--- config.mk ---
export PLATFORM = sky130hd
export DESIGN_NAME = l1d_align
export DESIGN_NICKNAME = d
export VERILOG_FILES = /design/src/verilog/l1d_pkg.sv /design/src/verilog/l1d_align.sv
export SDC_FILE = /design/constraint.sdc
export NUM_CORES = 1
export LEC_CHECK = 0
export BUFFER_PORTS_ARGS = -buffer_cell sky130_fd_sc_hd__buf_2
export CAP_MARGIN = 5
export CELL_PAD_IN_SITES_DETAIL_PLACEMENT = 1
export CELL_PAD_IN_SITES_GLOBAL_PLACEMENT = 1
export CORE_MARGIN = 1.5
export CORE_UTILIZATION = 31
export DETAILED_ROUTE_END_ITERATION = 10
export PLACE_DENSITY_LB_ADDON = 0.1
export REMOVE_ABC_BUFFERS = 1
export SLEW_MARGIN = 20
export SYNTH_ARGS = -nofsm -noshare
export SYNTH_HDL_FRONTEND = slang
export SYNTH_SLANG_ARGS = --single-unit
--- constraint.sdc ---
create_clock -name vclk -period 2.2
set_input_delay 0.33 -clock vclk [all_inputs]
set_output_delay 0.33 -clock vclk [all_outputs]
set_load 0.01 [all_outputs]
--- src/verilog/l1d_pkg.sv ---
package l1d_pkg;

    localparam int XLEN           = 64;
    localparam int ADDR_W         = 32;
    localparam int MEM_W          = 32;
    localparam int OFFSET_W       = 3;
    localparam int INDEX_W        = 8;
    localparam int TAG_W          = 21;
    localparam int LINES          = 256;
    localparam int BYTES_PER_LINE = 8;
    localparam int ROB_IDX_W      = 4;
    // responses the consumer can hold
    localparam int RESP_CREDITS   = 2;
    localparam int CREDIT_W       = 2;

    typedef enum logic {
        MEM_LOAD,
        MEM_STORE
    } mem_op_e;

    // bit 2 set means zero extension
    typedef enum logic [2:0] {
        SZ_B  = 3'd0,
        SZ_H  = 3'd1,
        SZ_W  = 3'd2,
        SZ_D  = 3'd3,
        SZ_BU = 3'd4,
        SZ_HU = 3'd5,
        SZ_WU = 3'd6
    } access_size_e;

    typedef enum logic [2:0] {
        ST_IDLE,
        ST_LOOKUP,
        ST_WB_LO,
        ST_WB_HI,
        ST_RF_LO,
        ST_RF_HI,
        ST_FILL
    } cache_state_e;

    typedef struct packed {
        mem_op_e                op;
        access_size_e           size;
        logic [ADDR_W-1:0]      addr;
        logic [XLEN-1:0]        wdata;
        logic [ROB_IDX_W-1:0]   rob_idx;
    } cache_req_t;

    typedef struct packed {
        logic [XLEN-1:0]        ld_data;
        logic [ROB_IDX_W-1:0]   rob_idx;
    } cache_resp_t;

    typedef struct packed {
        logic                   valid;
        logic                   dirty;
        logic [TAG_W-1:0]       tag;
    } line_meta_t;

    typedef struct packed {
        logic                       en;
        logic [INDEX_W-1:0]         index;
        line_meta_t                 meta;
        logic [XLEN-1:0]            line;
        logic [BYTES_PER_LINE-1:0]  byte_mask;
    } arr_wr_t;

    typedef struct packed {
        logic                   cyc;
        logic                   we;
        logic [ADDR_W-1:0]      adr;
        logic [MEM_W-1:0]       dat;
    } mem_req_t;

    typedef struct packed {
        logic                   ack;
        logic [MEM_W-1:0]       rdata;
    } mem_rsp_t;

endpackage
--- src/verilog/l1d_align.sv ---
`timescale 1ns/1ps

module l1d_align (
    input  l1d_pkg::cache_req_t                 req_i,
    input  logic [l1d_pkg::XLEN-1:0]            line_i,
    output logic [l1d_pkg::XLEN-1:0]            ld_data_o,
    output logic [l1d_pkg::XLEN-1:0]            merged_line_o,
    output logic [l1d_pkg::BYTES_PER_LINE-1:0]  store_mask_o
);
    import l1d_pkg::*;

    logic [OFFSET_W-1:0]        offset;
    logic [XLEN-1:0]            shifted;
    logic [XLEN-1:0]            wdata_sh;
    logic [BYTES_PER_LINE-1:0]  lanes;

    assign offset   = req_i.addr[OFFSET_W-1:0];
    assign shifted  = line_i >> {offset, 3'b000};
    assign wdata_sh = req_i.wdata << {offset, 3'b000};

    ////////////////////
    // load extraction

    always_comb begin
        case (req_i.size)
            SZ_B:    ld_data_o = {{(XLEN-8){shifted[7]}}, shifted[7:0]};
            SZ_H:    ld_data_o = {{(XLEN-16){shifted[15]}}, shifted[15:0]};
            SZ_W:    ld_data_o = {{(XLEN-32){shifted[31]}}, shifted[31:0]};
            SZ_BU:   ld_data_o = {{(XLEN-8){1'b0}}, shifted[7:0]};
            SZ_HU:   ld_data_o = {{(XLEN-16){1'b0}}, shifted[15:0]};
            SZ_WU:   ld_data_o = {{(XLEN-32){1'b0}}, shifted[31:0]};
            default: ld_data_o = shifted;
        endcase
    end

    ////////////////////
    // store merge

    always_comb begin
        case (req_i.size)
            SZ_B, SZ_BU: lanes = 8'h01;
            SZ_H, SZ_HU: lanes = 8'h03;
            SZ_W, SZ_WU: lanes = 8'h0f;
            default:     lanes = 8'hff;
        endcase
    end

    // loads leave the line untouched
    assign store_mask_o = (req_i.op == MEM_STORE) ? (lanes << offset) : '0;

    always_comb begin
        for (int b = 0; b < BYTES_PER_LINE; b++) begin
            merged_line_o[8*b +: 8] = store_mask_o[b] ? wdata_sh[8*b +: 8] : line_i[8*b +: 8];
        end
    end

endmodule

==> flow_summary_export.csv <==
group,metric,value,unit
finish,design.seq.count,0,
global_route,antenna_found_initial,0,
routing,wl_per_cell,22.98,um
critical_path,crit_path_top_delay_cell,"mux2i_4",
floorplanning,initial_core_util,31.71,%
sta,slew_violations,0,
place,pre_cts_ws,-0.2899,ns
synthesis,synth_xor_area_share,0,%
power,p_total,1.799,mW
synthesis,synth_top_family_by_area,"multiplexers",
routing,remaining_drc_errors,0,
power,p_leak,3.636,nW
floorplanning,dieArea,16250,um2
global_route,grt_usage,29.22,%
critical_path,setup.worst_path.start,"req_i[68]",
synthesis,synthSimpleGateAreaFrac,20.69,%
critical_path,crit_top_cell,"buf_12",
synthesis,synth_area,4802,um2
job,maxCapViolations,0,
sta,finalCriticalPeriod,2.178,ns
sta,hold_viol_final,0,
critical_path,required,1.87,ns
sta,fmax,459.1,MHz
sta,slew_headroom,59.65,%
finish,drive_gt1_share,54.90,%
sta,setup_ws,0.02164,ns
sta,tightest_slew,0.6025,ns
sta,setup_viol,0,
finish,final_area,7113,um2
sta,rsz0062_at_grt,"yes",
floorplanning,die_height,127.5,um
critical_path,critPathLaunchType,"input port",
floorplanning,core_area,15150,um2
place,placed_area,6845,um2
routing,drt-total-wl,24700,um
floorplanning,fp-row-count,45,
critical_path,cp_top_family,"buffers and inverters",
critical_path,arrival,1.85,ns
status,outcome,"finished clean",
global_route,grt-ovfl-total,0,
routing,ant_nets,0,
power,ir_worst_vdd,0.1061,mV
finish,antenna_cells,0,
synthesis,synthAdderAreaFrac,0,%
global_route,grt_pass1_wl,37200,um
floorplanning,io_pins,304,
routing,viasPerCell,5.883,
global_route,grt_pass1_vias,6570,
critical_path,crit_chain,"buf_12, buf_6, mux2i_4, nor4b_4, o31ai_4, buf_4, buf_12, nand4_1, buf_2",
synthesis,synthDistinctLibCells,51,
place,place_hpwl,19540,um
routing,num_vias,6324,
critical_path,max_stage_delay,0.27,ns
critical_path,crit_buf_inv,5,
critical_path,endpoint_kind,"primary output",
routing,drtIter0Drc,378,
critical_path,worstSetupPathType,"in -> out",
global_route,grt_max_degree,29,
finish,area.growth.synth_to_final,48.12,%
routing,drt_first_pass_iters,4,
place,portBuffers,271,
floorplanning,die_w,127.5,um
synthesis,ys_warn_count,0,
finish,regArea,0,um2
finish,clockBufferCount,0,
sta,finalCritPeriodShare,99.02,%
power,power_density,252.8,nW/um2
synthesis,synth_seq_area_share,0,%
synthesis,synthMuxAreaShare,52.14,%
critical_path,crit_fanout,16,
synthesis,avgSynthCellArea,8.294,um2
synthesis,netlist_instances,579,
finish,nNetsFinal,1057,
synthesis,synth_compound_area_share,17.51,%
place,place_congestion,0.9241,
min_path,hp-class,"in -> out",
min_path,min_from,"line_i[3]",
## per-layer routing
metal	up-vias	share of wire (%)	global-route usage [%]	routed length (um)
li1	2854	-	-	-
met1	3179	44	39.66	10810
met2	255	49	50.43	12040
met3	36	5.2	2.387	1296
met4	0	2.2	6.885	546
met5	-	0	0	0
## layout by cell type, fill, tap and decap left out, drive strengths merged, types with 14 or more instances in the layout
master,synthesis,final
buf,54,374
mux2i,87,87
nand2,72,72
mux4,55,55
nor2,38,38
o21ai,36,36
mux2,35,35
nand4,33,33
a21oi,24,24
nand3,18,18
nor2b,14,14
a2bb2oi,14,14
## worst paths after layout
check                          end  slack [ns]  depth (start not counted)
setup / recovery     ld_data_o[49]        0.02                          9
hold / removal    merged_line_o[3]        0.99                          3
## cell families after synthesis
family          Yosys count
compound gates          120
mux                     177
simple gates            201
buf+inv                  81
## area by class of cell
type	count	area, um2
Tap cell	188	235.2
Multi-Input combinational cell	498	4402
Timing Repair Buffer	376	2427
Inverter	13	48.80
Fill cell	1879	8033
## synthesized netlist by cell type, types with 7 or more instances
cell / instances / area share [%]
a211oi_1: 8 / 1.3
a21oi_1: 24 / 2.5
a22o_1: 10 / 1.8
a2bb2oi_1: 14 / 2.6
buf_2: 28 / 2.9
buf_4: 15 / 2.3
clkbuf_1: 13 / 1.0
inv_1: 13 / 1.0
mux2_2: 34 / 8.0
mux2i_1: 87 / 18
mux4_2: 55 / 26
nand2_1: 72 / 5.6
nand2b_1: 12 / 1.6
nand3_1: 18 / 1.9
nand4_1: 33 / 4.3
nor2_1: 38 / 3.0
nor2b_1: 14 / 1.8
o21ai_0: 33 / 3.4
o22ai_1: 7 / 0.91
o2bb2ai_1: 7 / 1.3
## power breakdown
group	total, mW	internal (mW)	switching, mW	leakage [nW]
combinational	1.80	0.860	0.938	3.64
clock	0	0	0	0
sequential	0	0	0	0
## through the flow
step                instances  util, %  TNS (ns)  hold slack [ns]
floorplan                 511        -    -34.22           0.7089
global placement         1066    45.20    -2.398           0.9856
detailed placement       1066    45.20    -5.788           0.9810
CTS                      1073    46.08         0           0.9844
global route             1075    46.96   -0.2435            1.011
finish                   1075    46.96         0           0.9865
## timing repair
| item | 4_1_cts | 5_1_grt |
|---|---|---|
| buffers inserted | 5 | 2 |
| endpoints found under the setup margin | 83 | 86 |
| hold buffers | 0 | 0 |
| cloned | 2 | 0 |
| pin swaps | 2 | 3 |
| gates resized for setup | 14 | 27 |
Note: power is estimated with default switching activity, not from simulation.
