### src/verilog/l1d_pkg.sv
package l1d_pkg;

    localparam int XLEN           = 64;
    localparam int ADDR_W         = 32;
    localparam int MEM_W          = 32;
    localparam int OFFSET_W       = 3;
    localparam int INDEX_W        = 8;
    localparam int TAG_W          = 21;
    localparam int LINES          = 256;
    localparam int BYTES_PER_LINE = 8;
    localparam int ROB_IDX_W      = 4;
    // responses the consumer can hold
    localparam int RESP_CREDITS   = 2;
    localparam int CREDIT_W       = 2;

    typedef enum logic {
        MEM_LOAD,
        MEM_STORE
    } mem_op_e;

    // bit 2 set means zero extension
    typedef enum logic [2:0] {
        SZ_B  = 3'd0,
        SZ_H  = 3'd1,
        SZ_W  = 3'd2,
        SZ_D  = 3'd3,
        SZ_BU = 3'd4,
        SZ_HU = 3'd5,
        SZ_WU = 3'd6
    } access_size_e;

    typedef enum logic [2:0] {
        ST_IDLE,
        ST_LOOKUP,
        ST_WB_LO,
        ST_WB_HI,
        ST_RF_LO,
        ST_RF_HI,
        ST_FILL
    } cache_state_e;

    typedef struct packed {
        mem_op_e                op;
        access_size_e           size;
        logic [ADDR_W-1:0]      addr;
        logic [XLEN-1:0]        wdata;
        logic [ROB_IDX_W-1:0]   rob_idx;
    } cache_req_t;

    typedef struct packed {
        logic [XLEN-1:0]        ld_data;
        logic [ROB_IDX_W-1:0]   rob_idx;
    } cache_resp_t;

    typedef struct packed {
        logic                   valid;
        logic                   dirty;
        logic [TAG_W-1:0]       tag;
    } line_meta_t;

    typedef struct packed {
        logic                       en;
        logic [INDEX_W-1:0]         index;
        line_meta_t                 meta;
        logic [XLEN-1:0]            line;
        logic [BYTES_PER_LINE-1:0]  byte_mask;
    } arr_wr_t;

    typedef struct packed {
        logic                   cyc;
        logic                   we;
        logic [ADDR_W-1:0]      adr;
        logic [MEM_W-1:0]       dat;
    } mem_req_t;

    typedef struct packed {
        logic                   ack;
        logic [MEM_W-1:0]       rdata;
    } mem_rsp_t;

endpackage
### src/verilog/l1d_ctrl.sv
`timescale 1ns/1ps

module l1d_ctrl (
    input  logic                                clk,
    input  logic                                rstn,
    input  logic                                req_valid_i,
    input  l1d_pkg::cache_req_t                 req_i,
    input  logic                                resp_credit_i,
    output logic                                req_ready_o,
    output logic                                resp_valid_o,
    output l1d_pkg::cache_resp_t                resp_o,
    output logic [l1d_pkg::INDEX_W-1:0]         rd_index_o,
    input  l1d_pkg::line_meta_t                 rd_meta_i,
    input  logic [l1d_pkg::XLEN-1:0]            rd_line_i,
    output l1d_pkg::arr_wr_t                    arr_wr_o,
    output l1d_pkg::cache_req_t                 cur_req_o,
    output logic                                line_sel_o,
    input  logic [l1d_pkg::XLEN-1:0]            ld_data_i,
    input  logic [l1d_pkg::XLEN-1:0]            merged_line_i,
    input  logic [l1d_pkg::BYTES_PER_LINE-1:0]  store_mask_i,
    output logic                                mem_start_o,
    output logic                                mem_wb_o,
    output logic [l1d_pkg::ADDR_W-1:0]          victim_addr_o,
    output logic [l1d_pkg::ADDR_W-1:0]          fill_addr_o,
    output logic [l1d_pkg::XLEN-1:0]            victim_line_o,
    input  logic                                mem_done_i,
    input  logic [l1d_pkg::XLEN-1:0]            fill_line_i
);
    import l1d_pkg::*;

    cache_state_e          state_q;
    cache_state_e          state_d;
    cache_req_t            req_q;
    logic [CREDIT_W-1:0]   credit_q;
    logic [TAG_W-1:0]      req_tag;
    logic [INDEX_W-1:0]    req_index;
    logic                  is_store;
    logic                  hit;
    logic                  in_lookup;
    logic                  in_fill;

    assign req_tag   = req_q.addr[ADDR_W-1 -: TAG_W];
    assign req_index = req_q.addr[OFFSET_W +: INDEX_W];
    assign is_store  = req_q.op == MEM_STORE;
    assign hit       = rd_meta_i.valid && (rd_meta_i.tag == req_tag);
    assign in_lookup = state_q == ST_LOOKUP;
    assign in_fill   = state_q == ST_FILL;

    assign req_ready_o = (state_q == ST_IDLE) && (credit_q != '0);
    // array read starts while the request is still on the bus
    assign rd_index_o  = (state_q == ST_IDLE) ? req_i.addr[OFFSET_W +: INDEX_W] : req_index;
    assign cur_req_o   = req_q;
    assign line_sel_o  = in_fill;

    ////////////////////
    // state machine

    always_comb begin
        state_d = state_q;
        case (state_q)
            ST_IDLE:   if (req_valid_i && req_ready_o) state_d = ST_LOOKUP;
            ST_LOOKUP: begin
                if (hit) begin
                    state_d = ST_IDLE;
                end else begin
                    state_d = mem_wb_o ? ST_WB_LO : ST_RF_LO;
                end
            end
            // beats are counted in the memory port
            ST_WB_LO, ST_WB_HI, ST_RF_LO, ST_RF_HI: if (mem_done_i) state_d = ST_FILL;
            default:   state_d = ST_IDLE;
        endcase
    end

    always_ff @(posedge clk) begin
        if (rstn) begin
            state_q <= ST_IDLE;
        end else begin
            state_q <= state_d;
        end
    end

    always_ff @(posedge clk) begin
        if (req_valid_i && req_ready_o) begin
            req_q <= req_i;
        end
    end

    ////////////////////
    // miss handling

    assign mem_start_o   = in_lookup && !hit;
    assign mem_wb_o      = rd_meta_i.valid && rd_meta_i.dirty;
    assign victim_addr_o = {rd_meta_i.tag, req_index, {OFFSET_W{1'b0}}};
    assign fill_addr_o   = {req_tag, req_index, {OFFSET_W{1'b0}}};
    assign victim_line_o = rd_line_i;

    // store hit writes its lanes, fill writes the whole line
    always_comb begin
        arr_wr_o.en         = (in_lookup && hit && is_store) || in_fill;
        arr_wr_o.index      = req_index;
        arr_wr_o.meta.valid = 1'b1;
        arr_wr_o.meta.dirty = is_store;
        arr_wr_o.meta.tag   = req_tag;
        arr_wr_o.line       = merged_line_i;
        arr_wr_o.byte_mask  = in_fill ? '1 : store_mask_i;
    end

    ////////////////////
    // response and credits

    assign resp_valid_o   = !is_store && ((in_lookup && hit) || in_fill);
    assign resp_o.ld_data = ld_data_i;
    assign resp_o.rob_idx = req_q.rob_idx;

    always_ff @(posedge clk) begin
        if (rstn) begin
            credit_q <= CREDIT_W'(RESP_CREDITS);
        end else begin
            credit_q <= credit_q - CREDIT_W'(resp_valid_o) + CREDIT_W'(resp_credit_i);
        end
    end

    credit_bound_a: assert property (@(posedge clk) disable iff (rstn)
        credit_q <= CREDIT_W'(RESP_CREDITS));

    // a response must always find a credit left by the accept
    resp_credit_a: assert property (@(posedge clk) disable iff (rstn)
        $rose(resp_valid_o) |-> credit_q != '0);

endmodule

### config.mk
export PLATFORM = sky130hd
export DESIGN_NAME = l1d_ctrl
export DESIGN_NICKNAME = d
export VERILOG_FILES = /design/src/verilog/l1d_pkg.sv /design/src/verilog/l1d_ctrl.sv
export SDC_FILE = /design/constraint.sdc
export NUM_CORES = 1
export LEC_CHECK = 0
export BUFFER_PORTS_ARGS = -buffer_cell sky130_fd_sc_hd__buf_2
export CORE_AREA = 2 2 318 320
export CTS_BUF_LIST = sky130_fd_sc_hd__clkbuf_8
export CTS_CLUSTER_DIAMETER = 150
export CTS_CLUSTER_SIZE = 25
export DETAILED_ROUTE_END_ITERATION = 10
export DIE_AREA = 0 0 320 322
export PLACE_DENSITY_LB_ADDON = 0.2
export SLEW_MARGIN = 10
export SYNTH_ARGS = -nofsm -noshare
export SYNTH_HDL_FRONTEND = slang
export SYNTH_SLANG_ARGS = --single-unit
### constraint.sdc
create_clock -name clk -period 4.73 [get_ports clk]
set_input_delay 0.473 -clock clk [delete_from_list [all_inputs] [get_ports clk]]
set_output_delay 0.473 -clock clk [all_outputs]
set_load 0.1 [all_outputs]
==> out/qor.yml <==
run_status:
  outcome: "completed"
setup_path:
  worstReg2RegStart: "arr_wr_o[91]$_DFFE_PP_"
  timing.rr.end: "credit_q[1]$_SDFF_PP1_"
  critPathCaptureType: "output pin"
  ff2ff_path_depth: 11
  critPathKind: "register to output pin"
  ff2ff_setup_slack_ns: 1.50
  path_max_fanout: 4
  cp.arrival_ns: 3.27
  critical_path_required_ns: 4.26
  startpoint_type: "register"
clock_network:
  cts-root-buf: "clkbuf_8"
  cts_hold_buf: 0
  cts_max_level: 3
  cts_buffers: 9
  clk_pin_slew_ns: 0.14
  clk_path_buf_depth: 2
  cts_setup_buffers: 0
  cts_resized: 0
  cts_tree: "yes"
  insertion_delay_ns: 0.48
  cts.sinks: 109
timing:
  hold_viol: 0
  setup_ws_ns: 0.988
  rsz0062_at_grt: "false"
  slew_violations: 0
  min_period_ns: 3.74
  finClkSkew_ns: 0.0179
  whs_ns: 0.146
  worst_pin_slew_ns: 0.780
  finalSetupTns_ns: 0
  fmax_mhz: 267
  slew_headroom_pct: 48.4
  period_share_pct: 79.1
  finalSetupViolCount: 0
synthesis:
  syn-cell-area_um2: 6060
  ys_warn_count: 0
  synth_top_area_share_pct: 51.5
  synth.area.top_cells: "edfxtp_1, buf_4, xnor2_1"
  synth_cells: 486
  synth_most_common_cell: "buf_4"
  yosysTopAreaCell: "edfxtp_1"
  ys_async_sr_fraction_pct: 0
  synth-edff-count: 104
  synthDistinctLibCells: 29
  syn_avg_cell_area_um2: 12.5
  synth_common_cells: "buf_4, edfxtp_1, xnor2_1"
  ys_seq_area_share_pct: 53.1
  synth_seq_cells: 109
  synth_top_flop_cell: "edfxtp_1"
global_route:
  grt_start_max_net_pins: 76
  antenna_found_initial: 6
  grt_pass1_vias: 3790
  grt_util_all_layers_pct: 6.14
  grt_pass1_wl_mm: 39.7
  grt_overflow_total: 0
placement:
  placed_area_um2: 7340
  gp_congestion: 0.740
  pre_cts_ws_ns: 1.12
  io_buffers: 357
  dpl.hpwl_mm: 29.0
hold_path:
  worstHoldEndpoint: "cur_req_o[32]$_DFFE_PP_"
  hold_path_depth: 1
  hp-start: "req_i[32]"
  hp-class: "input pin to register"
floorplan:
  die_y_um: 322
  core_um2: 99600
  ios: 813
  die_x_um: 320
  initial_utilization_pct: 6.09
  die-area_um2: 103000
  rows: 116
routing:
  via_count: 3580
  drc: 0
  ant_nets: 0
  wirelength_mm: 32.9
  drtIter0Drc: 131
  drtPass1Iterations: 4
  routed_via_density: 1.91
  routedWlPerCell_um: 17.5
power:
  p_total_mw: 4.14
  netSwitchingFraction_pct: 59.1
  switchingPower_mw: 2.45
  leakage_nw: 2.81
  peakVddDrop_mv: 0.208
  pwr-share-clk_pct: 15.4
  internal-power_mw: 1.69
  p_comb_share_pct: 53.0
  power.density_nw_per_um2: 549
  power_frac_seq_pct: 31.6
flow_run:
  maxCapViolCount: 0
cells_and_area:
  nets: 967
  fin_area_um2: 7540
  drive_gt1_share_pct: 67.9
  syn2layout_area_growth_pct: 24.4
==> cell type report <==
type	count	area [um^2]
inverters	6	25.0
clock inverters	6	56.3
flip-flops and latches	109	3220
multi-input cells	83	642
well taps	1298	1620
repair buffers	360	1820
clock buffers	10	138
fillers	11700	92000
diodes	5	12.5
==> critical path: stages (launching register included) <==
cell	delay [ns]
edfxtp_1	0.58
xnor2_1	0.22
nand4_1	0.12
nor3_1	0.58
nand4_1	0.27
a21oi_1	0.47
buf_2	0.54
==> flip-flops by register name, summed over array words and instances, names as in the netlist <==
name,flops
state_q,3
is_store,1
arr_wr_o,29
credit_q,2
cur_req_o,74
==> layer usage <==
metal | up-vias | global-route usage (%) | part of all wire (%)
met5 | - | 0 | 0.10
met4 | 6 | 3.91 | 5.1
met3 | 116 | 5.06 | 19
met2 | 435 | 11.5 | 53
met1 | 1548 | 3.88 | 23
li1 | 1475 | - | -
==> how the worst max path moves through the flow <==
stage,start,endpoint,slack [ns],depth (start not counted)
after floorplan,arr_wr_o[77]$_DFFE_PP_,credit_q[1]$_SDFF_PP1_,0.37,11
after CTS,arr_wr_o[91]$_DFFE_PP_,resp_valid_o,0.51,6
after global placement,arr_wr_o[91]$_DFFE_PP_,credit_q[1]$_SDFF_PP1_,1.10,11
final,arr_wr_o[91]$_DFFE_PP_,resp_valid_o,0.99,6
after global routing,arr_wr_o[91]$_DFFE_PP_,resp_valid_o,0.57,6
after detailed placement,arr_wr_o[91]$_DFFE_PP_,credit_q[1]$_SDFF_PP1_,1.12,11
==> cell usage in the layout, fill, tap and decap left out, types with 2 or more instances in the layout <==
cell	count
clkbuf_8	10
inv_1	5
xor2_1	4
nor3b_1	2
clkinvlp_4	2
nand2b_1	10
dfxtp_1	5
ha_1	2
xnor2_1	17
diode_2	5
a21oi_1	4
nand4_1	5
nor2_1	3
nor2b_1	4
nand3_2	2
buf_4	2
buf_2	357
a31o_1	2
conb_1	7
mux2_2	8
nand2_1	3
edfxtp_1	104
==> cell families after synthesis <==
group / count (synthesis) / share of synthesized area (%)
XOR/XNOR: 22 / 3.30
buffers and inverters: 299 / 36.6
AND/OR/NAND/NOR: 34 / 3.84
AO/OA/AOI/OAI: 9 / 0.949
flip-flops: 109 / 53.1
adder cells (fa/ha/maj): 3 / 0.578
multiplexers: 8 / 1.49
other: 2 / 0.124
==> through the flow <==
stage | instances | utilization (%)
2_1_floorplan | 491 | -
4_1_cts | 1872 | 7.56
3_5_place_dp | 1856 | 7.37
6_report | 1877 | 7.58
5_1_grt | 1877 | 7.58
3_3_place_gp | 1856 | 7.37
==> power by group through the flow <==
stage                     clock network, mW  registers [mW]  logic, mW
final                                 0.638            1.31       2.19
after global routing                  0.722            1.33       2.26
after CTS                             0.701            1.31       2.22
after detailed placement                  0            1.33       2.22
after global placement                    0            1.33       2.23
after floorplan                           0            2.15       1.90
(Power assumes the default switching activity.)
