<file path="src/verilog/l1d_pkg.sv">
package l1d_pkg;

    localparam int XLEN           = 64;
    localparam int ADDR_W         = 32;
    localparam int MEM_W          = 32;
    localparam int OFFSET_W       = 3;
    localparam int INDEX_W        = 8;
    localparam int TAG_W          = 21;
    localparam int LINES          = 256;
    localparam int BYTES_PER_LINE = 8;
    localparam int ROB_IDX_W      = 4;
    // responses the consumer can hold
    localparam int RESP_CREDITS   = 2;
    localparam int CREDIT_W       = 2;

    typedef enum logic {
        MEM_LOAD,
        MEM_STORE
    } mem_op_e;

    // bit 2 set means zero extension
    typedef enum logic [2:0] {
        SZ_B  = 3'd0,
        SZ_H  = 3'd1,
        SZ_W  = 3'd2,
        SZ_D  = 3'd3,
        SZ_BU = 3'd4,
        SZ_HU = 3'd5,
        SZ_WU = 3'd6
    } access_size_e;

    typedef enum logic [2:0] {
        ST_IDLE,
        ST_LOOKUP,
        ST_WB_LO,
        ST_WB_HI,
        ST_RF_LO,
        ST_RF_HI,
        ST_FILL
    } cache_state_e;

    typedef struct packed {
        mem_op_e                op;
        access_size_e           size;
        logic [ADDR_W-1:0]      addr;
        logic [XLEN-1:0]        wdata;
        logic [ROB_IDX_W-1:0]   rob_idx;
    } cache_req_t;

    typedef struct packed {
        logic [XLEN-1:0]        ld_data;
        logic [ROB_IDX_W-1:0]   rob_idx;
    } cache_resp_t;

    typedef struct packed {
        logic                   valid;
        logic                   dirty;
        logic [TAG_W-1:0]       tag;
    } line_meta_t;

    typedef struct packed {
        logic                       en;
        logic [INDEX_W-1:0]         index;
        line_meta_t                 meta;
        logic [XLEN-1:0]            line;
        logic [BYTES_PER_LINE-1:0]  byte_mask;
    } arr_wr_t;

    typedef struct packed {
        logic                   cyc;
        logic                   we;
        logic [ADDR_W-1:0]      adr;
        logic [MEM_W-1:0]       dat;
    } mem_req_t;

    typedef struct packed {
        logic                   ack;
        logic [MEM_W-1:0]       rdata;
    } mem_rsp_t;

endpackage
</file>
<file path="src/verilog/l1d_mem_port.sv">
`timescale 1ns/1ps

module l1d_mem_port (
    input  logic                         clk,
    input  logic                         rstn,
    input  logic                         start_i,
    input  logic                         wb_i,
    input  logic [l1d_pkg::ADDR_W-1:0]   victim_addr_i,
    input  logic [l1d_pkg::ADDR_W-1:0]   fill_addr_i,
    input  logic [l1d_pkg::XLEN-1:0]     victim_line_i,
    output l1d_pkg::mem_req_t            mem_req_o,
    input  l1d_pkg::mem_rsp_t            mem_rsp_i,
    output logic                         done_o,
    output logic [l1d_pkg::XLEN-1:0]     fill_line_o
);
    import l1d_pkg::*;

    logic               busy_q;
    cache_state_e       beat_q;
    logic [MEM_W-1:0]   fill_lo_q;
    logic [MEM_W-1:0]   fill_hi_q;
    logic               beat_done;
    logic               wb_beat;
    logic               hi_beat;
    logic [ADDR_W-1:0]  base;

    assign beat_done = busy_q && mem_rsp_i.ack;
    assign wb_beat   = (beat_q == ST_WB_LO) || (beat_q == ST_WB_HI);
    assign hi_beat   = (beat_q == ST_WB_HI) || (beat_q == ST_RF_HI);
    assign base      = wb_beat ? victim_addr_i : fill_addr_i;

    // write-back beats first, then refill
    always_ff @(posedge clk) begin
        if (rstn) begin
            busy_q <= 1'b0;
            beat_q <= ST_RF_LO;
        end else if (start_i) begin
            busy_q <= 1'b1;
            beat_q <= wb_i ? ST_WB_LO : ST_RF_LO;
        end else if (beat_done) begin
            case (beat_q)
                ST_WB_LO: beat_q <= ST_WB_HI;
                ST_WB_HI: beat_q <= ST_RF_LO;
                ST_RF_LO: beat_q <= ST_RF_HI;
                default:  busy_q <= 1'b0;
            endcase
        end
    end

    always_ff @(posedge clk) begin
        if (beat_done && beat_q == ST_RF_LO) begin
            fill_lo_q <= mem_rsp_i.rdata;
        end
        if (beat_done && beat_q == ST_RF_HI) begin
            fill_hi_q <= mem_rsp_i.rdata;
        end
    end

    assign fill_line_o = {fill_hi_q, fill_lo_q};
    // high word lands at the same edge the controller moves to fill
    assign done_o      = beat_done && (beat_q == ST_RF_HI);

    assign mem_req_o.cyc = busy_q;
    assign mem_req_o.we  = busy_q && wb_beat;
    assign mem_req_o.adr = {base[ADDR_W-1:OFFSET_W], hi_beat, 2'b00};
    assign mem_req_o.dat = !wb_beat ? '0 :
                           hi_beat  ? victim_line_i[XLEN-1:MEM_W] : victim_line_i[MEM_W-1:0];

    // victim and fill addresses come from the controller and must hold
    bus_stable_a: assert property (@(posedge clk) disable iff (rstn)
        mem_req_o.cyc && !mem_rsp_i.ack |=>
            mem_req_o.cyc && $stable(mem_req_o.adr) && $stable(mem_req_o.we));

endmodule

</file>
<file path="config.mk">
export PLATFORM = sky130hd
export DESIGN_NAME = l1d_mem_port
export DESIGN_NICKNAME = d
export VERILOG_FILES = /design/src/verilog/l1d_pkg.sv /design/src/verilog/l1d_mem_port.sv
export SDC_FILE = /design/constraint.sdc
export NUM_CORES = 1
export LEC_CHECK = 0
export BUFFER_PORTS_ARGS = -buffer_cell sky130_fd_sc_hd__buf_2
export CAP_MARGIN = 20
export CORE_AREA = 2 2 115 117
export DETAILED_ROUTE_END_ITERATION = 12
export DIE_AREA = 0 0 117 119
export SYNTH_ARGS = -nofsm -noshare
export SYNTH_HDL_FRONTEND = slang
export SYNTH_SLANG_ARGS = --single-unit
export TNS_END_PERCENT = 20
</file>
<file path="constraint.sdc">
create_clock -name clk -period 6.35 [get_ports clk]
set_clock_uncertainty 0.2 [all_clocks]
set_input_delay 0.9525 -clock clk [delete_from_list [all_inputs] [get_ports clk]]
set_output_delay 0.9525 -clock clk [all_outputs]
set_load 0.05 [all_outputs]
</file>
==> impl_results.html, run 1 <==
<table>
<tr><th>Metric</th><th>Value</th></tr>
<tr><th colspan="2">Placement</th></tr>
<tr><td>Post-place instance area</td><td>4690 um^2</td></tr>
<tr><td>Port Buffer Count</td><td>287</td></tr>
<tr><td>Post-detail-place hpwl</td><td>7.39 mm</td></tr>
<tr><td>RePlAce Congestion</td><td>0.802</td></tr>
<tr><th colspan="2">Worst setup path</th></tr>
<tr><td>Number of logic stages on the critical path including buffering</td><td>4</td></tr>
<tr><td>Cell Chain, Critical Path</td><td>nand3_1 -&gt; nor2_4 -&gt; buf_4 -&gt; buf_2</td></tr>
<tr><td>Worst Path Class, Setup</td><td>register to primary output</td></tr>
<tr><td>Cells on worst reg2reg path</td><td>2</td></tr>
<tr><td>Number of buffer and inverter stages on the critical path</td><td>2</td></tr>
<tr><td>Largest incremental delay on the critical path</td><td>1.00 ns</td></tr>
<tr><td>Endpoint arrival time on the critical path</td><td>2.52 ns</td></tr>
<tr><td>Largest delay share family, worst path</td><td>flip-flops</td></tr>
<tr><td>Highest fanout seen on the critical path</td><td>38</td></tr>
<tr><td>Critical Path End Type</td><td>primary output</td></tr>
<tr><td>Worst setup SP type</td><td>register</td></tr>
<tr><td>Slowest stage cell, crit path</td><td>dfxtp_2</td></tr>
<tr><td>Required time at the endpoint of the critical path</td><td>5.20 ns</td></tr>
<tr><th colspan="2">Layout</th></tr>
<tr><td>Post-synthesis to final-layout area growth</td><td>60.1%</td></tr>
<tr><td>Fill cells</td><td>1243</td></tr>
<tr><td>Final #Nets</td><td>652</td></tr>
<tr><td>Area of combinational cells with multiple inputs</td><td>1020 um^2</td></tr>
<tr><td>Area used by sequential logic in the layout</td><td>2000 um^2</td></tr>
<tr><td>Core occupancy in the finished layout</td><td>0.387</td></tr>
<tr><td>Share of layout cells above drive strength 1</td><td>0.684</td></tr>
<tr><td>Area of all placed cells without fillers</td><td>4980 um^2</td></tr>
<tr><th colspan="2">Drt</th></tr>
<tr><td>Drt wl/cell</td><td>13.7 um</td></tr>
<tr><td>Number of nets with antenna violations after routing</td><td>0</td></tr>
<tr><td>Number of remaining DRC errors</td><td>0</td></tr>
<tr><td>Detail-routed via count per cell</td><td>4.08</td></tr>
<tr><td>Number of DRC violations after detailed-routing iteration 0</td><td>142</td></tr>
<tr><td>Total via count after detailed routing</td><td>2723</td></tr>
<tr><td>Sum of routed wire length over all layers</td><td>9.16 mm</td></tr>
<tr><td>Detailed Routing Iterations Pass 1</td><td>4</td></tr>
<tr><th colspan="2">Synth</th></tr>
<tr><td>Sequential-to-total area share from yosys stat</td><td>0.644</td></tr>
<tr><td>Number of cells produced by synthesis</td><td>201</td></tr>
<tr><td>Most instantiated cells after synthesis</td><td>edfxtp_1 (64), nor2_1 (36), mux2i_1 (32), mux2_4 (23)</td></tr>
<tr><td>Primary FF master, synth</td><td>edfxtp_1</td></tr>
<tr><td>Post-synth top area cell</td><td>edfxtp_1</td></tr>
<tr><td>Top cells by area in the synthesized netlist</td><td>edfxtp_1 (62%), mux2_4 (11%), mux2i_1 (10%)</td></tr>
<tr><td>Top-count cell post-synth</td><td>edfxtp_1</td></tr>
<tr><td>Warnings, synthesis</td><td>0</td></tr>
<tr><td>Share of flip-flops with an asynchronous set or reset after synthesis</td><td>0</td></tr>
<tr><td>Area share of the largest cell type after synthesis</td><td>0.618</td></tr>
<tr><td>Number of enable-type register cells in the synthesized netlist</td><td>64</td></tr>
<tr><td>Syn Area/Cell</td><td>15.5 um^2</td></tr>
<tr><td>Number of unique standard cell types used by synthesis</td><td>26</td></tr>
<tr><td>Netlist area before placement</td><td>3110 um^2</td></tr>
<tr><td>Post-synthesis register bit count</td><td>68</td></tr>
<tr><th colspan="2">STA</th></tr>
<tr><td>Pins Over Slew Limit</td><td>0</td></tr>
<tr><td>Max_slew headroom</td><td>0.320</td></tr>
<tr><td>Worst Max-Slew Pin Slew</td><td>1.02 ns</td></tr>
<tr><td>Final setup TNS</td><td>0 ns</td></tr>
<tr><td>Total count of hold-check failures in the final report</td><td>0</td></tr>
<tr><td>Final critical path time including I/O delays and setup</td><td>3.67 ns</td></tr>
<tr><td>Worst hold slack</td><td>0.368 ns</td></tr>
<tr><td>Final period util</td><td>0.578</td></tr>
<tr><td>Setup violators final</td><td>0</td></tr>
<tr><td>RSZ-0062 raised after global routing</td><td>no</td></tr>
<tr><td>Achievable Freq</td><td>272 MHz</td></tr>
<tr><th colspan="2">Pwr</th></tr>
<tr><td>Largest vdd supply drop</td><td>0.000109 V</td></tr>
<tr><td>Static leakage power</td><td>0.00237 uW</td></tr>
<tr><td>Power density over the cells</td><td>236 nW/um^2</td></tr>
<tr><th colspan="2">Worst hold path</th></tr>
<tr><td>Worst min-delay path category</td><td>register to register</td></tr>
<tr><td>Worst hold path cell count</td><td>2</td></tr>
<tr><th colspan="2">Clock network</th></tr>
<tr><td>Clock tree from TritonCTS</td><td>done</td></tr>
<tr><td>Clock H-tree levels</td><td>3</td></tr>
<tr><td>Cts bufs inserted</td><td>9</td></tr>
<tr><td>Clock input transition at the sequential cells of the worst setup and hold paths</td><td>0.06 ns</td></tr>
<tr><td>Clock Sinks</td><td>68</td></tr>
<tr><td>CTS hold repair buffers</td><td>0</td></tr>
<tr><td>Clock Latency Late Sink</td><td>0.33 ns</td></tr>
<tr><td>Number of gates given a new drive strength after cts</td><td>0</td></tr>
<tr><td>CTS Root Buffer Type</td><td>clkbuf_16</td></tr>
<tr><td>Count of buffers added by post-CTS timing repair for setup</td><td>0</td></tr>
<tr><td>CTS Buffer Depth</td><td>2</td></tr>
<tr><th colspan="2">Global route</th></tr>
<tr><td>Initial antenna violation count</td><td>1</td></tr>
<tr><td>Global-route wire length before repair</td><td>13.3 mm</td></tr>
<tr><td>Overall global routing resource usage</td><td>0.127</td></tr>
<tr><td>Maximum number of pins on one net before global-route repair</td><td>64</td></tr>
<tr><td>Overflow after GRT</td><td>0</td></tr>
<tr><td>Vias in the first global route</td><td>2635</td></tr>
<tr><th colspan="2">Die</th></tr>
<tr><td>Rows</td><td>42</td></tr>
<tr><td>Die outline height</td><td>119 um</td></tr>
<tr><td>Starting utilization of the core area</td><td>0.241</td></tr>
<tr><td>Core region area</td><td>12900 um^2</td></tr>
<tr><td>Full die area</td><td>13900 um^2</td></tr>
<tr><td>DIE WIDTH</td><td>117 um</td></tr>
<tr><td>IO Pins</td><td>296</td></tr>
<tr><th colspan="2">Flow run</th></tr>
<tr><td>Max-cap violations</td><td>0</td></tr>
<tr><th colspan="2">Run status</th></tr>
<tr><td>Result of the run</td><td>completed</td></tr>
</table>
==> sequential cells by signal, indices dropped and copies added (netlist names) <==
| name | cells |
|---|---|
| busy_q | 1 |
| fill_hi_q | 32 |
| beat_q | 3 |
| fill_lo_q | 32 |
==> through the flow <==
step | setup slack, ns | instances | total power (uW)
2_1_floorplan | 2.19 | 202 | 638
3_3_place_gp | 3.02 | 652 | 712
3_5_place_dp | 2.98 | 652 | 715
4_1_cts | 2.61 | 667 | 1190
5_1_grt | 2.43 | 668 | 1220
6_report | 2.68 | 668 | 1170
==> final cells by class <==
| type | count | share of cell area |
|---|---|---|
| timing repair buffer | 288 | 0.290 |
| clock buffer | 10 | 0.0460 |
| tap | 176 | 0.0442 |
| multi-input combinational | 119 | 0.205 |
| clock inverter | 5 | 0.0108 |
| sequential | 68 | 0.402 |
| antenna | 1 | 0.000503 |
| inverter | 1 | 0.000754 |
==> power breakdown <==
part,leakage (uW),total (uW),internal [uW],switching (uW)
clock,0.000132,469,299,170
sequential,0.000614,509,502,6.44
combinational,0.00162,195,72.1,123
==> cells by family after synthesis <==
kind of cell,after synthesis,share of synthesized area
buffers and inverters,15,0.0338
DFF,68,0.644
other,1,0.00121
AOI/OAI and AO/OA,8,0.0197
muxes,61,0.236
and+or+nand+nor,48,0.0656
==> worst paths after layout <==
kind | from | end | slack (ns)
worst max register to register | beat_q[0] | fill_lo_q[27] | 3.94
worst min register to register | beat_q[2] | beat_q[0] | 0.37
worst min-delay path | beat_q[2] | beat_q[0] | 0.37
worst max-delay path | beat_q[0] | done_o | 2.68
==> layer usage <==
metal  share of wire  global-route usage  vias up
li1                -                   -     1308
met1            0.39               0.145     1231
met2            0.50               0.211      170
met3           0.098              0.0494       14
met4           0.019              0.0529        0
met5               0                   0        -
==> worst min-delay path, stage by stage, from the launching register on <==
cell and delay (ns):
dfxtp_1 0.35, inv_2 0.10, a2111oi_1 0.08
==> cells in the final DEF (no fill, tap or decap), types with 2 or more instances in the layout <==
cell type	n
mux2_2	6
mux2_4	23
edfxtp_1	64
nor2_1	34
mux2i_1	32
nor2b_1	2
nor2_4	2
dfxtp_1	3
clkinvlp_4	2
buf_2	287
o21ai_0	2
nand2_1	4
clkbuf_16	9
conb_1	2
Power figures use the tool's default switching activity.
==> run 2, diff against run 1 <==
--- a/config.mk
+++ b/config.mk
@@ -5,11 +5,12 @@
 export SDC_FILE = /design/constraint.sdc
 export NUM_CORES = 1
 export LEC_CHECK = 0
+export ABC_AREA = 1
 export BUFFER_PORTS_ARGS = -buffer_cell sky130_fd_sc_hd__buf_2
 export CAP_MARGIN = 20
-export CORE_AREA = 2 2 115 117
+export CORE_AREA = 2 2 114 116
 export DETAILED_ROUTE_END_ITERATION = 12
-export DIE_AREA = 0 0 117 119
+export DIE_AREA = 0 0 116 118
 export SYNTH_ARGS = -nofsm -noshare
 export SYNTH_HDL_FRONTEND = slang
 export SYNTH_SLANG_ARGS = --single-unit
==> constraint.sdc (replaced) <==
create_clock -name clk -period 3.1 [get_ports clk]
set_clock_uncertainty 0.2 [all_clocks]
set_input_delay 0.465 -clock clk [delete_from_list [all_inputs] [get_ports clk]]
set_output_delay 0.465 -clock clk [all_outputs]
set_load 0.05 [all_outputs]
==> run 2 against run 1 <==
  * Global-route usage rose by 1.5 points
  * Die area shrank 1.7%
  * Count of clock-buffer cells in the layout is 1 lower
  * Clock power increased by 110%
  * Worst setup slack lost 2.1 ns
  * Core utilization is 2.9 points higher
  * Sequential power up 100%
  * Total power up 110%
  * First-iteration DRC count up 71%
  * Worst hold slack got worse by 0.26 ns
==> impl_results.html, run 2 <==
<table>
<tr><th>Metric</th><th>Value</th></tr>
<tr><th colspan="2">Drt</th></tr>
<tr><td>Detailed Routing Iterations Pass 1</td><td>4</td></tr>
<tr><td>Number of nets with antenna violations after routing</td><td>0</td></tr>
<tr><td>Drt wl/cell</td><td>12.7 um</td></tr>
<tr><td>Number of remaining DRC errors</td><td>0</td></tr>
<tr><td>Number of DRC violations after detailed-routing iteration 0</td><td>243</td></tr>
<tr><td>Sum of routed wire length over all layers</td><td>10.2 mm</td></tr>
<tr><td>Total via count after detailed routing</td><td>3270</td></tr>
<tr><td>Detail-routed via count per cell</td><td>4.06</td></tr>
<tr><th colspan="2">Synth</th></tr>
<tr><td>Top-count cell post-synth</td><td>nand2_1</td></tr>
<tr><td>Most instantiated cells after synthesis</td><td>nand2_1 (98), inv_1 (70), edfxtp_1 (64), o21ai_1 (32)</td></tr>
<tr><td>Sequential-to-total area share from yosys stat</td><td>0.610</td></tr>
<tr><td>Primary FF master, synth</td><td>edfxtp_1</td></tr>
<tr><td>Post-synth top area cell</td><td>edfxtp_1</td></tr>
<tr><td>Number of unique standard cell types used by synthesis</td><td>22</td></tr>
<tr><td>Warnings, synthesis</td><td>0</td></tr>
<tr><td>Netlist area before placement</td><td>3280 um^2</td></tr>
<tr><td>Number of cells produced by synthesis</td><td>343</td></tr>
<tr><td>Number of enable-type register cells in the synthesized netlist</td><td>64</td></tr>
<tr><td>Post-synthesis register bit count</td><td>68</td></tr>
<tr><td>Syn Area/Cell</td><td>9.56 um^2</td></tr>
<tr><td>Area share of the largest cell type after synthesis</td><td>0.586</td></tr>
<tr><td>Top cells by area in the synthesized netlist</td><td>edfxtp_1 (59%), nand2_1 (11%), inv_1 (8.0%)</td></tr>
<tr><td>Share of flip-flops with an asynchronous set or reset after synthesis</td><td>0</td></tr>
<tr><th colspan="2">Worst setup path</th></tr>
<tr><td>Required time at the endpoint of the critical path</td><td>2.43 ns</td></tr>
<tr><td>Endpoint arrival time on the critical path</td><td>1.86 ns</td></tr>
<tr><td>Worst Path Class, Setup</td><td>register to primary output</td></tr>
<tr><td>Worst setup SP type</td><td>register</td></tr>
<tr><td>Critical Path End Type</td><td>primary output</td></tr>
<tr><td>Highest fanout seen on the critical path</td><td>65</td></tr>
<tr><th colspan="2">Pwr</th></tr>
<tr><td>Static leakage power</td><td>0.00291 uW</td></tr>
<tr><td>Clk pwr share</td><td>0.387</td></tr>
<tr><td>Share of power burned in registers</td><td>0.413</td></tr>
<tr><td>Power density over the cells</td><td>486 nW/um^2</td></tr>
<tr><td>Sw Share</td><td>0.285</td></tr>
<tr><td>Relative contribution of combinational cells to total power</td><td>0.200</td></tr>
<tr><td>Final Power</td><td>2510 uW</td></tr>
<tr><td>Reported net switching power</td><td>715 uW</td></tr>
<tr><td>Largest vdd supply drop</td><td>0.000283 V</td></tr>
<tr><td>Design internal power</td><td>1790 uW</td></tr>
<tr><th colspan="2">STA</th></tr>
<tr><td>Achievable Freq</td><td>396 MHz</td></tr>
<tr><td>Final period util</td><td>0.814</td></tr>
<tr><td>Final critical path time including I/O delays and setup</td><td>2.52 ns</td></tr>
<tr><td>Total count of hold-check failures in the final report</td><td>0</td></tr>
<tr><td>Setup violators final</td><td>0</td></tr>
<tr><td>Final setup TNS</td><td>0 ns</td></tr>
<tr><td>RSZ-0062 raised after global routing</td><td>no</td></tr>
<tr><td>Pins Over Slew Limit</td><td>0</td></tr>
<tr><th colspan="2">Die</th></tr>
<tr><td>Die outline height</td><td>118 um</td></tr>
<tr><td>Starting utilization of the core area</td><td>0.264</td></tr>
<tr><td>IO Pins</td><td>296</td></tr>
<tr><td>Rows</td><td>41</td></tr>
<tr><td>Core region area</td><td>12400 um^2</td></tr>
<tr><td>DIE WIDTH</td><td>116 um</td></tr>
<tr><td>Full die area</td><td>13700 um^2</td></tr>
<tr><th colspan="2">Global route</th></tr>
<tr><td>Overflow after GRT</td><td>0</td></tr>
<tr><td>Maximum number of pins on one net before global-route repair</td><td>66</td></tr>
<tr><td>Vias in the first global route</td><td>3069</td></tr>
<tr><td>Global-route wire length before repair</td><td>15.2 mm</td></tr>
<tr><td>Overall global routing resource usage</td><td>0.142</td></tr>
<tr><td>Initial antenna violation count</td><td>1</td></tr>
<tr><th colspan="2">Clock network</th></tr>
<tr><td>Clock Latency Late Sink</td><td>0.32 ns</td></tr>
<tr><td>CTS Buffer Depth</td><td>2</td></tr>
<tr><td>Count of buffers added by post-CTS timing repair for setup</td><td>0</td></tr>
<tr><td>Number of gates given a new drive strength after cts</td><td>0</td></tr>
<tr><td>Cts bufs inserted</td><td>9</td></tr>
<tr><td>Clock tree from TritonCTS</td><td>done</td></tr>
<tr><td>Clock H-tree levels</td><td>3</td></tr>
<tr><td>Clock input transition at the sequential cells of the worst setup and hold paths</td><td>0.05 ns</td></tr>
<tr><td>CTS hold repair buffers</td><td>0</td></tr>
<tr><td>Clock Sinks</td><td>68</td></tr>
<tr><td>CTS Root Buffer Type</td><td>clkbuf_16</td></tr>
<tr><th colspan="2">Layout</th></tr>
<tr><td>Commonest cells after routing, fill and taps aside</td><td>buf_2 (287), nand2_1 (98), inv_1 (70)</td></tr>
<tr><td>Share of layout cells above drive strength 1</td><td>0.526</td></tr>
<tr><td>Fill cells</td><td>1252</td></tr>
<tr><td>Most common cell after layout, fill and taps aside</td><td>buf_2</td></tr>
<tr><td>Core occupancy in the finished layout</td><td>0.416</td></tr>
<tr><td>Post-synthesis to final-layout area growth</td><td>57.3%</td></tr>
<tr><td>Biggest registers after layout</td><td>fill_hi_q (32), fill_lo_q (32), beat_q (3)</td></tr>
<tr><td>Final #Nets</td><td>793</td></tr>
<tr><th colspan="2">Placement</th></tr>
<tr><td>RePlAce Congestion</td><td>0.838</td></tr>
<tr><td>Post-detail-place hpwl</td><td>8.27 mm</td></tr>
<tr><td>Port Buffer Count</td><td>287</td></tr>
<tr><th colspan="2">Run status</th></tr>
<tr><td>Result of the run</td><td>completed</td></tr>
<tr><th colspan="2">Flow run</th></tr>
<tr><td>Max-cap violations</td><td>0</td></tr>
<tr><th colspan="2">Worst hold path</th></tr>
<tr><td>Worst min-delay path category</td><td>primary input to register</td></tr>
</table>
[run 2: changes by cell type after synthesis, sizes merged, moves of 2 or more]
cell | before | now
nor2b | 2 | 0
a21oi | 1 | 34
nand2 | 5 | 99
mux2i | 32 | 0
nor2 | 36 | 6
inv | 1 | 72
clkbuf | 0 | 2
o21ai | 2 | 34
nand3 | 1 | 7
mux2 | 29 | 0
buf | 14 | 19
[run 2: worst max-delay path: stages (launching register included)]
cell and delay [ns]:
dfxtp_1 0.42, nand2_2 0.15, o21ai_4 0.17, buf_12 0.27
a21oi_1 0.13, o21ai_1 0.09, inv_1 0.05, buf_2 0.20
[run 2: final timing paths]
| check | startpoint | to | slack [ns] | depth (start not counted) |
|---|---|---|---|---|
| setup reg to reg | beat_q[2] | beat_q[2] | 1.43 | 8 |
| hold / removal | rstn | busy_q | 0.11 | 2 |
| hold reg to reg | busy_q | busy_q | 0.32 | 2 |
| setup / recovery | beat_q[1] | mem_req_o[13] | 0.58 | 7 |
[run 2: layer usage]
metal / track usage / vias to the layer above / routed length, um
li1: - / 1663 / -
met1: 0.169 / 1410 / 4200
met2: 0.243 / 182 / 4810
met3: 0.0319 / 15 / 913
met4: 0.0625 / 0 / 277
met5: 0 / - / 0
[run 2: power groups by stage]
stage                     registers, uW  clock network, uW  logic, uW
after floorplan                    1110                  0        276
after global placement             1060                  0        497
after detailed placement           1050                  0        503
after CTS                          1040                993        505
after global routing               1040               1040        538
final                              1040                970        501
[run 2: stage by stage]
stage          hold WS [ns]  area [um^2]  cells  setup WS (ns)
2_1_floorplan         0.260         3290    344          0.551
3_3_place_gp          0.300         4860    789          0.933
3_5_place_dp          0.306         4860    789          0.915
4_1_cts              0.0997         5160    805          0.552
5_1_grt               0.111         5160    806          0.430
6_report              0.112         5160    806          0.575
[run 2: cell families after synthesis]
logic type | after synthesis | synth area share
buffers and inverters | 93 | 0.129
flip-flops | 68 | 0.610
other | 1 | 0.00114
AO/OA/AOI/OAI | 68 | 0.124
AND/OR/NAND/NOR | 113 | 0.135
[run 2: final cells by class]
cell class	instances	area, um^2	share of cell area
diodes	1	2.50	0.000485
clock buffers	9	225	0.0436
clock inverters	7	67.6	0.0131
inverters	72	270	0.0524
multi-input cells	183	876	0.170
flip-flops and latches	68	2000	0.388
well taps	172	215	0.0417
repair buffers	294	1500	0.291
==> run 3, diff against run 2 <==
--- a/config.mk
+++ b/config.mk
@@ -5,12 +5,12 @@
 export SDC_FILE = /design/constraint.sdc
 export NUM_CORES = 1
 export LEC_CHECK = 0
-export ABC_AREA = 1
+export ABC_AREA = 0
 export BUFFER_PORTS_ARGS = -buffer_cell sky130_fd_sc_hd__buf_2
 export CAP_MARGIN = 20
-export CORE_AREA = 2 2 114 116
+export CORE_AREA = 2 2 116 118
 export DETAILED_ROUTE_END_ITERATION = 12
-export DIE_AREA = 0 0 116 118
+export DIE_AREA = 0 0 118 120
 export SYNTH_ARGS = -nofsm -noshare
 export SYNTH_HDL_FRONTEND = slang
 export SYNTH_SLANG_ARGS = --single-unit
==> constraint.sdc (replaced) <==
create_clock -name clk -period 2.4 [get_ports clk]
set_clock_uncertainty 0.2 [all_clocks]
set_input_delay 0.36 -clock clk [delete_from_list [all_inputs] [get_ports clk]]
set_output_delay 0.36 -clock clk [all_outputs]
set_load 0.05 [all_outputs]
==> run 3 against run 2 <==
  * First-iteration DRC count is 42% lower
  * Core utilization fell by 2.4 points
  * Register-to-register slack got worse by 0.86 ns
  * Critical path depth fell by 3
  * Die area is 3.4% higher
  * Worst hold slack got worse by 0.089 ns
  * Sequential power increased by 29%
  * Routed wire length decreased by 5.4%
  * Combinational power is 6.0% higher
  * Via count decreased by 17%
  * Sequential share of layout area increased by 0.65 points
  * Largest power group unchanged
==> impl_results.html, run 3 (synthesis gave the netlist of run 1 again) <==
<table>
<tr><th>Metric</th><th>Value</th></tr>
<tr><th colspan="2">Run status</th></tr>
<tr><td>Result of the run</td><td>completed</td></tr>
<tr><th colspan="2">Pwr</th></tr>
<tr><td>Static leakage power</td><td>0.00239 uW</td></tr>
<tr><td>Power density over the cells</td><td>617 nW/um^2</td></tr>
<tr><td>Largest vdd supply drop</td><td>0.000261 V</td></tr>
<tr><th colspan="2">STA</th></tr>
<tr><td>Final period util</td><td>0.966</td></tr>
<tr><td>Final setup TNS</td><td>0 ns</td></tr>
<tr><td>Setup violators final</td><td>0</td></tr>
<tr><td>RSZ-0062 raised after global routing</td><td>no</td></tr>
<tr><td>Pins Over Slew Limit</td><td>0</td></tr>
<tr><td>Total count of hold-check failures in the final report</td><td>0</td></tr>
<tr><td>Smallest setup slack after layout</td><td>0.0822 ns</td></tr>
<tr><td>Achievable Freq</td><td>431 MHz</td></tr>
<tr><td>Final critical path time including I/O delays and setup</td><td>2.32 ns</td></tr>
<tr><th colspan="2">Worst setup path</th></tr>
<tr><td>Endpoint arrival time on the critical path</td><td>1.76 ns</td></tr>
<tr><td>Cell Chain, Critical Path</td><td>nand2_8 -&gt; buf_12 -&gt; mux2_4 -&gt; buf_2</td></tr>
<tr><td>Worst setup SP type</td><td>register</td></tr>
<tr><td>Slowest stage cell, crit path</td><td>dfxtp_1</td></tr>
<tr><td>Critical Path End Type</td><td>primary output</td></tr>
<tr><td>Number of buffer and inverter stages on the critical path</td><td>2</td></tr>
<tr><td>Highest fanout seen on the critical path</td><td>26</td></tr>
<tr><td>Largest incremental delay on the critical path</td><td>0.50 ns</td></tr>
<tr><td>Required time at the endpoint of the critical path</td><td>1.84 ns</td></tr>
<tr><td>Largest delay share family, worst path</td><td>flip-flops</td></tr>
<tr><td>Worst Path Class, Setup</td><td>register to primary output</td></tr>
<tr><th colspan="2">Layout</th></tr>
<tr><td>Final #Nets</td><td>656</td></tr>
<tr><td>Commonest cells after routing, fill and taps aside</td><td>buf_2 (287), edfxtp_1 (64), nor2_1 (34)</td></tr>
<tr><td>Share of layout cells above drive strength 1</td><td>0.690</td></tr>
<tr><td>Most common cell after layout, fill and taps aside</td><td>buf_2</td></tr>
<tr><td>Post-synthesis to final-layout area growth</td><td>63.3%</td></tr>
<tr><td>Biggest registers after layout</td><td>fill_hi_q (32), fill_lo_q (32), beat_q (3)</td></tr>
<tr><th colspan="2">Global route</th></tr>
<tr><td>Vias in the first global route</td><td>2768</td></tr>
<tr><td>Initial antenna violation count</td><td>1</td></tr>
<tr><td>Overflow after GRT</td><td>0</td></tr>
<tr><td>Maximum number of pins on one net before global-route repair</td><td>33</td></tr>
<tr><td>Global-route wire length before repair</td><td>14.3 mm</td></tr>
<tr><td>Overall global routing resource usage</td><td>0.132</td></tr>
<tr><th colspan="2">Drt</th></tr>
<tr><td>Detail-routed via count per cell</td><td>4.04</td></tr>
<tr><td>Number of remaining DRC errors</td><td>0</td></tr>
<tr><td>Drt wl/cell</td><td>14.3 um</td></tr>
<tr><td>Number of DRC violations after detailed-routing iteration 0</td><td>140</td></tr>
<tr><td>Total via count after detailed routing</td><td>2726</td></tr>
<tr><td>Number of nets with antenna violations after routing</td><td>0</td></tr>
<tr><td>Detailed Routing Iterations Pass 1</td><td>4</td></tr>
<tr><td>Sum of routed wire length over all layers</td><td>9.65 mm</td></tr>
<tr><th colspan="2">Clock network</th></tr>
<tr><td>CTS Root Buffer Type</td><td>clkbuf_16</td></tr>
<tr><td>Clock tree from TritonCTS</td><td>done</td></tr>
<tr><td>Clock H-tree levels</td><td>3</td></tr>
<tr><td>Cts bufs inserted</td><td>9</td></tr>
<tr><td>Clock Latency Late Sink</td><td>0.32 ns</td></tr>
<tr><td>CTS Buffer Depth</td><td>2</td></tr>
<tr><td>Clock Sinks</td><td>68</td></tr>
<tr><td>CTS hold repair buffers</td><td>0</td></tr>
<tr><td>Clock input transition at the sequential cells of the worst setup and hold paths</td><td>0.06 ns</td></tr>
<tr><th colspan="2">Die</th></tr>
<tr><td>IO Pins</td><td>296</td></tr>
<tr><td>DIE WIDTH</td><td>118 um</td></tr>
<tr><td>Core region area</td><td>13000 um^2</td></tr>
<tr><td>Die outline height</td><td>120 um</td></tr>
<tr><td>Starting utilization of the core area</td><td>0.240</td></tr>
<tr><td>Full die area</td><td>14200 um^2</td></tr>
<tr><td>Rows</td><td>42</td></tr>
<tr><th colspan="2">Placement</th></tr>
<tr><td>Post-placement worst setup slack</td><td>0.335 ns</td></tr>
<tr><td>Port Buffer Count</td><td>287</td></tr>
<tr><td>RePlAce Congestion</td><td>0.870</td></tr>
<tr><td>Post-detail-place hpwl</td><td>7.92 mm</td></tr>
<tr><th colspan="2">Worst hold path</th></tr>
<tr><td>Worst min-delay path category</td><td>primary input to register</td></tr>
<tr><th colspan="2">Flow run</th></tr>
<tr><td>Max-cap violations</td><td>0</td></tr>
</table>
-- run 3: path summary, 6_finish.rpt --
path	start	end	slack, ns	cells past startpoint
hold / removal	mem_rsp_i[2]	fill_lo_q[2]	0.02	1
setup / recovery	beat_q[1]	mem_req_o[47]	0.08	4
hold reg to reg	busy_q	busy_q	0.41	2
setup reg to reg	beat_q[1]	fill_lo_q[18]	0.57	4
-- run 3: layout make-up --
cell class / instances / area, um^2
Clock inverter: 7 / 67.6
Tap cell: 176 / 220
Timing Repair Buffer: 292 / 1520
Multi-Input combinational cell: 119 / 1030
Antenna cell: 2 / 5.00
Inverter: 1 / 3.75
Sequential cell: 68 / 2000
Fill cell: 1265 / 7900
Clock buffer: 9 / 225
-- run 3: worst reg2reg max path, stage by stage (launching register included) --
cell	delay, ns
dfxtp_1	0.40
nand2b_1	0.25
or2_0	0.31
nor2_4	0.13
buf_12	0.22
-- run 3: per-layer routing --
metal	wire length, um	track usage	vias up
met5	0	0	-
met4	261	0.0535	0
met3	815	0.0447	16
met2	4820	0.233	169
met1	3750	0.148	1222
li1	-	-	1319
-- run 3: where the power goes --
group          leakage, uW  total [uW]  internal, uW  switching, uW
clock             0.000139        1260           797            466
combinational      0.00164         531           197            334
sequential        0.000614        1340          1330           12.1
total              0.00239        3130          2320            813
-- run 3: per-stage QoR --
stage | instance area (um^2) | utilization | std cells | hold slack [ns] | total power [uW]
after floorplan | 3120 | - | 202 | 0.228 | 1690
after global placement | 4770 | 0.368 | 656 | 0.329 | 1890
after detailed placement | 4770 | 0.368 | 656 | 0.352 | 1900
after CTS | 5070 | 0.391 | 672 | 0.0132 | 3180
after global routing | 5080 | 0.391 | 673 | 0.0121 | 3270
final | 5080 | 0.391 | 674 | 0.0239 | 3130
-- run 3: what timing repair did --
item / CTS / global route
gates resized for setup: 1 / 0
setup buffers: 0 / 0
setup endpoints to repair: 19 / 0
